==> src/hdl/errt_data_pkg.sv <==
package errt_data_pkg;

    // Thermometer code of one PAM4 level.
    localparam int SYM_W = 3;

    // Signed slicer error estimate.
    localparam int ERR_W = 8;

    localparam int FLAG_W = 3;

    // PRBS checker error bits per lane.
    localparam int PRBS_W = 2;

    localparam int REC_W = SYM_W + ERR_W + FLAG_W + PRBS_W;

    typedef struct packed {
        logic [PRBS_W-1:0]       prbs;
        logic [FLAG_W-1:0]       sd_flags;
        logic signed [ERR_W-1:0] error;
        logic [SYM_W-1:0]        symbol;
    } lane_rec_t;

    // One capture memory word, seen either as fields or as the raw stored bits.
    typedef union packed {
        lane_rec_t        rec;
        logic [REC_W-1:0] raw;
    } rec_word_u;

endpackage

==> src/hdl/errt_ctrl_pkg.sv <==
package errt_ctrl_pkg;

    localparam int MODE_W = 2;

    // Each capture window holds the frame before the trigger, the trigger frame and the one after.
    localparam int WIN_FRAMES = 3;

    // Mode n fires when the number of set trigger bits exceeds n.
    typedef enum logic [MODE_W-1:0] {
        MODE_GT0 = 2'd0,
        MODE_GT1 = 2'd1,
        MODE_GT2 = 2'd2,
        MODE_GT3 = 2'd3
    } trig_mode_e;

endpackage

==> src/hdl/frame_delay_line.sv <==
module frame_delay_line #(
    parameter int WORD_W = 8
) (
    input  logic              clk,
    input  logic              rstb,
    input  logic [WORD_W-1:0] d_i,
    output logic [WORD_W-1:0] tap0_o,
    output logic [WORD_W-1:0] tap1_o,
    output logic [WORD_W-1:0] tap2_o
);

    logic [WORD_W-1:0] tap0_q;
    logic [WORD_W-1:0] tap1_q;
    logic [WORD_W-1:0] tap2_q;

    // Tap n holds the input from n+1 cycles ago.
    always_ff @(posedge clk or negedge rstb) begin
        if (!rstb) begin
            tap0_q <= '0;
            tap1_q <= '0;
            tap2_q <= '0;
        end else begin
            tap0_q <= d_i;
            tap1_q <= tap0_q;
            tap2_q <= tap1_q;
        end
    end

    assign tap0_o = tap0_q;
    assign tap1_o = tap1_q;
    assign tap2_o = tap2_q;

endmodule

==> src/hdl/trigger_detect.sv <==
module trigger_detect #(
    parameter int LANES = 4
) (
    input  logic                                     clk,
    input  logic                                     rstb,
    input  logic [errt_data_pkg::PRBS_W*LANES-1:0]   prbs_trig_i,
    input  logic [errt_ctrl_pkg::MODE_W-1:0]         mode_i,
    output logic                                     trig_o
);

    localparam int TRIG_BITS = errt_data_pkg::PRBS_W * LANES;
    localparam int CNT_W = $clog2(TRIG_BITS + 1);
    localparam int CMP_W = (CNT_W > errt_ctrl_pkg::MODE_W) ? CNT_W : errt_ctrl_pkg::MODE_W;

    logic [TRIG_BITS-1:0] trig_bits_q;
    logic [CNT_W-1:0]     ones;
    logic                 hit;
    logic                 trig_q;

    always_ff @(posedge clk or negedge rstb) begin
        if (!rstb) begin
            trig_bits_q <= '0;
            trig_q      <= 1'b0;
        end else begin
            trig_bits_q <= prbs_trig_i;
            trig_q      <= hit;
        end
    end

    always_comb begin
        ones = '0;
        for (int i = 0; i < TRIG_BITS; i++) begin
            ones = ones + CNT_W'(trig_bits_q[i]);
        end
    end

    // The mode value is the threshold itself.
    assign hit = CMP_W'(ones) > CMP_W'(mode_i);

    // The second register lines the pulse up with the delay-line window.
    assign trig_o = trig_q;

    mode_known_a: assert property (@(posedge clk) disable iff (!rstb)
        !$isunknown(mode_i));

endmodule

==> src/hdl/capture_memory.sv <==
module capture_memory #(
    parameter int LANES  = 4,
    parameter int ADDR_W = 6
) (
    input  logic                         clk,
    input  logic                         rstb,
    input  logic                         trig_i,
    input  logic                         arm_i,
    input  logic [errt_ctrl_pkg::WIN_FRAMES*LANES*errt_data_pkg::SYM_W-1:0]  win_sym_i,
    input  logic [errt_ctrl_pkg::WIN_FRAMES*LANES*errt_data_pkg::ERR_W-1:0]  win_err_i,
    input  logic [errt_ctrl_pkg::WIN_FRAMES*LANES*errt_data_pkg::FLAG_W-1:0] win_flags_i,
    input  logic [errt_ctrl_pkg::WIN_FRAMES*LANES*errt_data_pkg::PRBS_W-1:0] win_prbs_i,
    output logic                         armed_o,
    output logic                         busy_o,
    output logic                         full_o,
    output logic [ADDR_W-1:0]            cap_count_o,
    input  logic                         rd_req_valid_i,
    input  logic [ADDR_W-1:0]            rd_addr_i,
    output logic                         rd_req_ready_o,
    output logic                         rd_rsp_valid_o,
    input  logic                         rd_rsp_ready_i,
    output logic [errt_data_pkg::REC_W-1:0] rd_data_o
);

    localparam int SYM_W = errt_data_pkg::SYM_W;
    localparam int ERR_W = errt_data_pkg::ERR_W;
    localparam int FLAG_W = errt_data_pkg::FLAG_W;
    localparam int PRBS_W = errt_data_pkg::PRBS_W;
    localparam int REC_PER_WIN = errt_ctrl_pkg::WIN_FRAMES * LANES;
    localparam int DEPTH = 2 ** ADDR_W;
    localparam int IDX_W = $clog2(REC_PER_WIN);
    localparam int PTR_W = ADDR_W + 1;

    errt_data_pkg::rec_word_u win_rec [REC_PER_WIN];
    errt_data_pkg::rec_word_u stage_q [REC_PER_WIN];
    errt_data_pkg::rec_word_u mem [DEPTH];

    logic                            armed_q;
    logic                            busy_q;
    logic                            full_q;
    logic [IDX_W-1:0]                idx_q;
    logic [PTR_W-1:0]                wr_ptr_q;
    logic [ADDR_W-1:0]               cap_count_q;
    logic                            start;
    logic                            last_rec;
    logic                            no_room;
    logic                            req_fire;
    logic                            rsp_valid_q;
    logic [errt_data_pkg::REC_W-1:0] rsp_data_q;

    // Record k is lane k%LANES of frame k/LANES, oldest frame first.
    always_comb begin
        for (int k = 0; k < REC_PER_WIN; k++) begin
            win_rec[k].rec.symbol   = win_sym_i[k*SYM_W +: SYM_W];
            win_rec[k].rec.error    = win_err_i[k*ERR_W +: ERR_W];
            win_rec[k].rec.sd_flags = win_flags_i[k*FLAG_W +: FLAG_W];
            win_rec[k].rec.prbs     = win_prbs_i[k*PRBS_W +: PRBS_W];
        end
    end

    assign start    = trig_i && armed_q && !busy_q;
    assign last_rec = busy_q && (idx_q == IDX_W'(REC_PER_WIN - 1));
    // Space left once the current last record has been written.
    assign no_room  = (DEPTH - int'(wr_ptr_q) - 1) < REC_PER_WIN;

    always_ff @(posedge clk or negedge rstb) begin
        if (!rstb) begin
            armed_q     <= 1'b0;
            busy_q      <= 1'b0;
            full_q      <= 1'b0;
            idx_q       <= '0;
            wr_ptr_q    <= '0;
            cap_count_q <= '0;
        end else if (arm_i) begin
            armed_q     <= 1'b1;
            busy_q      <= 1'b0;
            full_q      <= 1'b0;
            idx_q       <= '0;
            wr_ptr_q    <= '0;
            cap_count_q <= '0;
        end else if (start) begin
            busy_q <= 1'b1;
            idx_q  <= '0;
        end else if (busy_q) begin
            wr_ptr_q <= wr_ptr_q + PTR_W'(1);
            if (last_rec) begin
                busy_q      <= 1'b0;
                cap_count_q <= cap_count_q + ADDR_W'(1);
                if (no_room) begin
                    armed_q <= 1'b0;
                    full_q  <= 1'b1;
                end
            end else begin
                idx_q <= idx_q + IDX_W'(1);
            end
        end
    end

    always_ff @(posedge clk) begin
        if (start) begin
            stage_q <= win_rec;
        end
        if (busy_q) begin
            mem[wr_ptr_q[ADDR_W-1:0]] <= stage_q[idx_q];
        end
        if (req_fire) begin
            rsp_data_q <= mem[rd_addr_i].raw;
        end
    end

    // A new request may enter as the held response leaves.
    assign rd_req_ready_o = !rsp_valid_q || rd_rsp_ready_i;
    assign req_fire       = rd_req_valid_i && rd_req_ready_o;

    always_ff @(posedge clk or negedge rstb) begin
        if (!rstb) begin
            rsp_valid_q <= 1'b0;
        end else if (req_fire) begin
            rsp_valid_q <= 1'b1;
        end else if (rd_rsp_ready_i) begin
            rsp_valid_q <= 1'b0;
        end
    end

    assign armed_o        = armed_q;
    assign busy_o         = busy_q;
    assign full_o         = full_q;
    assign cap_count_o    = cap_count_q;
    assign rd_rsp_valid_o = rsp_valid_q;
    assign rd_data_o      = rsp_data_q;

    wr_ptr_in_range_a: assert property (@(posedge clk) disable iff (!rstb)
        busy_q |-> wr_ptr_q < PTR_W'(DEPTH));

    rsp_hold_a: assert property (@(posedge clk) disable iff (!rstb)
        rd_rsp_valid_o && !rd_rsp_ready_i |=> rd_rsp_valid_o && $stable(rd_data_o));

endmodule

==> src/hdl/error_tracker.sv <==
module error_tracker #(
    parameter int LANES  = 4,
    parameter int ADDR_W = 6
) (
    input  logic                                      clk,
    input  logic                                      rstb,
    input  logic [LANES*errt_data_pkg::SYM_W-1:0]     sym_i,
    input  logic [LANES*errt_data_pkg::ERR_W-1:0]     err_i,
    input  logic [LANES*errt_data_pkg::FLAG_W-1:0]    sd_flags_i,
    input  logic [LANES*errt_data_pkg::PRBS_W-1:0]    prbs_flags_i,
    input  logic [LANES*errt_data_pkg::PRBS_W-1:0]    prbs_trig_i,
    input  logic [errt_ctrl_pkg::MODE_W-1:0]          mode_i,
    input  logic                                      arm_i,
    output logic                                      armed_o,
    output logic                                      busy_o,
    output logic                                      full_o,
    output logic [ADDR_W-1:0]                         cap_count_o,
    input  logic                                      rd_req_valid_i,
    input  logic [ADDR_W-1:0]                         rd_addr_i,
    output logic                                      rd_req_ready_o,
    output logic                                      rd_rsp_valid_o,
    input  logic                                      rd_rsp_ready_i,
    output logic [errt_data_pkg::REC_W-1:0]           rd_data_o
);

    localparam int SYM_BUS = LANES * errt_data_pkg::SYM_W;
    localparam int ERR_BUS = LANES * errt_data_pkg::ERR_W;
    localparam int FLAG_BUS = LANES * errt_data_pkg::FLAG_W;
    localparam int PRBS_BUS = LANES * errt_data_pkg::PRBS_W;
    localparam int WF = errt_ctrl_pkg::WIN_FRAMES;

    logic [SYM_BUS-1:0]  sym_t0, sym_t1, sym_t2;
    logic [ERR_BUS-1:0]  err_t0, err_t1, err_t2;
    logic [FLAG_BUS-1:0] flag_t0, flag_t1, flag_t2;
    logic [PRBS_BUS-1:0] prbs_t0, prbs_t1, prbs_t2;
    logic [WF*SYM_BUS-1:0]  win_sym;
    logic [WF*ERR_BUS-1:0]  win_err;
    logic [WF*FLAG_BUS-1:0] win_flags;
    logic [WF*PRBS_BUS-1:0] win_prbs;
    logic                   trig;

    frame_delay_line #(.WORD_W(SYM_BUS)) u_sym_dl (
        .clk(clk), .rstb(rstb), .d_i(sym_i),
        .tap0_o(sym_t0), .tap1_o(sym_t1), .tap2_o(sym_t2)
    );

    frame_delay_line #(.WORD_W(ERR_BUS)) u_err_dl (
        .clk(clk), .rstb(rstb), .d_i(err_i),
        .tap0_o(err_t0), .tap1_o(err_t1), .tap2_o(err_t2)
    );

    frame_delay_line #(.WORD_W(FLAG_BUS)) u_flag_dl (
        .clk(clk), .rstb(rstb), .d_i(sd_flags_i),
        .tap0_o(flag_t0), .tap1_o(flag_t1), .tap2_o(flag_t2)
    );

    frame_delay_line #(.WORD_W(PRBS_BUS)) u_prbs_dl (
        .clk(clk), .rstb(rstb), .d_i(prbs_flags_i),
        .tap0_o(prbs_t0), .tap1_o(prbs_t1), .tap2_o(prbs_t2)
    );

    // Oldest frame sits in the low bits of each window bus.
    assign win_sym   = {sym_t0, sym_t1, sym_t2};
    assign win_err   = {err_t0, err_t1, err_t2};
    assign win_flags = {flag_t0, flag_t1, flag_t2};
    assign win_prbs  = {prbs_t0, prbs_t1, prbs_t2};

    trigger_detect #(.LANES(LANES)) u_trig (
        .clk(clk), .rstb(rstb), .prbs_trig_i(prbs_trig_i),
        .mode_i(mode_i), .trig_o(trig)
    );

    capture_memory #(.LANES(LANES), .ADDR_W(ADDR_W)) u_cap (
        .clk(clk), .rstb(rstb), .trig_i(trig), .arm_i(arm_i),
        .win_sym_i(win_sym), .win_err_i(win_err),
        .win_flags_i(win_flags), .win_prbs_i(win_prbs),
        .armed_o(armed_o), .busy_o(busy_o), .full_o(full_o),
        .cap_count_o(cap_count_o),
        .rd_req_valid_i(rd_req_valid_i), .rd_addr_i(rd_addr_i),
        .rd_req_ready_o(rd_req_ready_o), .rd_rsp_valid_o(rd_rsp_valid_o),
        .rd_rsp_ready_i(rd_rsp_ready_i), .rd_data_o(rd_data_o)
    );

endmodule

==> config.mk <==
export PLATFORM = sky130hd
export DESIGN_NAME = error_tracker
export DESIGN_NICKNAME = d
export VERILOG_FILES = /design/src/hdl/errt_data_pkg.sv /design/src/hdl/errt_ctrl_pkg.sv /design/src/hdl/frame_delay_line.sv /design/src/hdl/trigger_detect.sv /design/src/hdl/capture_memory.sv /design/src/hdl/error_tracker.sv
export SDC_FILE = /design/constraint.sdc
export NUM_CORES = 1
export LEC_CHECK = 0
export BUFFER_PORTS_ARGS = -buffer_cell sky130_fd_sc_hd__buf_2
export CAP_MARGIN = 15
export CORE_UTILIZATION = 25
export CTS_CLUSTER_DIAMETER = 60
export CTS_CLUSTER_SIZE = 30
export DETAILED_ROUTE_END_ITERATION = 16
export HOLD_SLACK_MARGIN = 0.15
export MAX_ROUTING_LAYER = met4
export PLACE_DENSITY = 0.48
export SLEW_MARGIN = 5
export SYNTH_ARGS = -nofsm -noshare
export SYNTH_HDL_FRONTEND = slang
export SYNTH_SLANG_ARGS = --single-unit
==> constraint.sdc <==
create_clock -name clk -period 11.9 [get_ports clk]
set_input_delay 0.595 -clock clk [delete_from_list [all_inputs] [get_ports clk]]
set_output_delay 0.595 -clock clk [all_outputs]
set_load 0.01 [all_outputs]
==> flow_summary_export.csv <==
group,metric,value,unit
power_and_ir_drop,ir_drop,0.164,mV
floorplan,die_x,465,um
sta,fin_tns_setup,0,ns
global_routing,grt_max_degree,168,
final_layout,area_delta_synth_final,18.0,%
clocking,tritoncts,"built",
floorplan,core_area,213000,um2
critical_path,crit_slowest_cell,"dfrtp_1",
critical_path,worst-path-max-fanout,17,
drt,vias,23900,
critical_path,cp_common_cell,"ha_1",
critical_path,crit_path_max_incr_delay,0.73,ns
sta,hold_violations,0,
floorplan,die_height,465,um
critical_path,endpoint_kind,"flip-flop",
logic_synthesis,synthFlopType,"edfxtp_1",
hold_path,hp-class,"in2reg",
global_routing,antenna_found_initial,3,
drt,drt-initial-drc-count,1977,
floorplan,initial_core_util,25.2,%
drt,wirelength,129000,um
global_routing,grt_use_total,12.3,%
power_and_ir_drop,leakagePower,0.0203,uW
drt,post-route-drc-count,6,
logic_synthesis,ys_warn_count,0,
place,io_buffers,111,
critical_path,cp_data_arrival_time,4.93,ns
run,maxCapViolCount,0,
clocking,ctsHoldBuffers,75,
logic_synthesis,synth_cells,2303,
sta,rsz0062_at_grt,"no",
critical_path,crit_chain,"inv_1, ha_1, nand2b_1, nor2_1, xnor2_1, nand4_1, or3b_2, ha_1, nor4b_1, nand2_1, nor3_1, nand3_1, a211o_1, a311oi_1",
logic_synthesis,synth_cell_types,47,
logic_synthesis,yosysTopAreaCellShare,69.1,%
critical_path,path_delay_family,"simple AND/OR/NAND/NOR gates",
logic_synthesis,ys_seq_area_share,79.5,%
final_layout,drive_gt1_share,31.7,%
global_routing,grt_pass1_vias,24800,
sta,max_slew_margin,21.0,%
critical_path,critPathLaunchType,"flip-flop",
critical_path,path_buf_inv,1,
place,hpwl,72300,um
clocking,cts_setup_buffers,0,
logic_synthesis,ys_async_sr_fraction,15.3,%
global_routing,gr-total-overflow,0,
floorplan,pin_count,112,
drt,drtPass1Iterations,13,
clocking,clk_pin_slew,0.08,ns
clocking,root_buffer,"clkbuf_16",
final_layout,postLayoutCoreUtil,29.7,%
run_status,status,"complete, but fails checks",
clocking,htree_levels,3,
logic_synthesis,ys_seq_elements,1454,
logic_synthesis,ys_top_cells_by_area,"edfxtp_1, mux4_2, dfrtp_1",
sta,min_period,4.27,ns
critical_path,r2r.worst_path.cells,14,
drt,vias_per_cell,4.33,
sta,max_freq,0.234,GHz
logic_synthesis,synth_most_common_cell,"edfxtp_1",
critical_path,path_depth,14,
global_routing,grt_pass1_wl,185000,um
logic_synthesis,yosysTopAreaCell,"edfxtp_1",
run_status,violations,"DRC",
hold_path,hold_depth,2,
critical_path,crit_type,"reg2reg",
sta,fin_worst_skew,0.0404,ns
sta,finalSetupViolCount,0,
sta,slew_viol_final,0,
logic_synthesis,yosys-top-cells-count,"edfxtp_1, mux4_2, dfrtp_1",
sta,period_share,35.9,%
floorplan,rows,169,
floorplan,die_area,216000,um2
clocking,post_cts_resized,0,
power_and_ir_drop,power_density,186,nW/um2
clocking,clock_latency,0.76,ns
drt,post_drt_wl_per_cell,23.4,um
logic_synthesis,synth_edf_count,1232,
place,globalplace.congestion,0.748,
clocking,clkSinkCount,1454,
sta,tightest_slew,1.18,ns
drt,ant_nets,0,
final_layout,num-nets-final,2706,
clocking,cts_max_path_buffers,3,
logic_synthesis,synth_nets,2410,
clocking,cts-buffers-inserted,114,
logic_synthesis,avgSynthCellArea,23.2,um2
logic_synthesis,syn-cell-area,53500,um2
critical_path,required,12.55,ns
-- worst paths after layout --
path                                     start                   to  slack (ns)
setup / recovery             u_cap.wr_ptr_q[0]         u_cap.full_o        7.63
hold / removal                           arm_i       u_cap.idx_q[2]        0.31
setup reg to reg             u_cap.wr_ptr_q[0]         u_cap.full_o        7.63
hold reg to reg            u_sym_dl.tap0_o[10]  u_sym_dl.tap1_o[10]        0.36
max in group asynchronous                 rstb       u_cap.idx_q[0]        9.97
min in group asynchronous                 rstb  u_err_dl.tap0_o[24]        0.46
-- stage by stage --
stage / area, um2 / hold WS [ns] / power (uW) / cells / setup slack (ns)
2_1_floorplan: 53500 / 0.299 / 7230 / 2303 / 2.34
3_3_place_gp: 58300 / 0.353 / 7750 / 5228 / 7.30
3_5_place_dp: 58300 / 0.356 / 7770 / 5229 / 7.29
4_1_cts: 63200 / 0.229 / 11900 / 5519 / 7.71
5_1_grt: 63200 / 0.274 / 12200 / 5519 / 7.34
6_report: 63200 / 0.312 / 11800 / 5521 / 7.63
-- layer usage --
layer	vias to the layer above	share of wire, %	GRT usage [%]
met1	13000	45	16.7
met4	0	2.6	3.42
met5	-	0	-
met2	603	48	19.0
met3	170	4.4	2.01
li1	10100	-	-
-- layout make-up --
cell class,count,area [um2]
Fill cell,20600,149000
Sequential cell,1454,42600
Multi-Input combinational cell,703,10700
Tap cell,2821,3530
Clock buffer,119,2900
Timing Repair Buffer,290,2140
Clock inverter,96,1230
Inverter,36,135
Antenna cell,2,5.00
-- state kept, by name (all words and copies together) (netlist names), 8 cells and up --
name,count
u_cap.mem,1024
u_prbs_dl.tap1_o,8
u_cap.stage_q,192
u_sym_dl.tap1_o,12
u_sym_dl.tap0_o,12
u_prbs_dl.tap2_o,8
u_err_dl.tap1_o,32
u_flag_dl.tap0_o,12
u_err_dl.tap0_o,32
u_sym_dl.tap2_o,12
u_err_dl.tap2_o,32
u_flag_dl.tap2_o,12
u_cap.rd_data_o,16
u_trig.trig_bits_q,8
u_prbs_dl.tap0_o,8
u_flag_dl.tap1_o,12
-- cells in the final DEF, fill, tap and decap left out, types with 31 or more instances in the layout --
cell and n:
buf_2 107, buf_4 103, clkbuf_16 115, dfrtp_1 219, dlygate4sd3_1 75, edfxtp_1 1232, inv_1 36, mux4_2 364
nand2_1 31, nor2_1 75
-- cell families (layout without fill, tap and decap cells) --
logic type / after synthesis / count (layout) / share of synthesized area [%]
AOI/OAI and AO/OA: 75 / 75 / 1.01
muxes: 387 / 387 / 15.7
DFF: 1454 / 1454 / 79.5
xor gates and xnor gates: 14 / 14 / 0.229
buffers and inverters: 146 / 541 / 1.16
other: 0 / 2 / 0
and+or+nand+nor: 205 / 205 / 1.81
adders and majority gates: 22 / 22 / 0.570
-- where the power goes --
group	total, uW	switching, uW	internal (uW)	leakage, uW
Sequential	6330	86.9	6240	0.0138
Combinational	1300	921	380	0.00447
Clock	4140	2090	2050	0.00197
(Power assumes the default switching activity.)
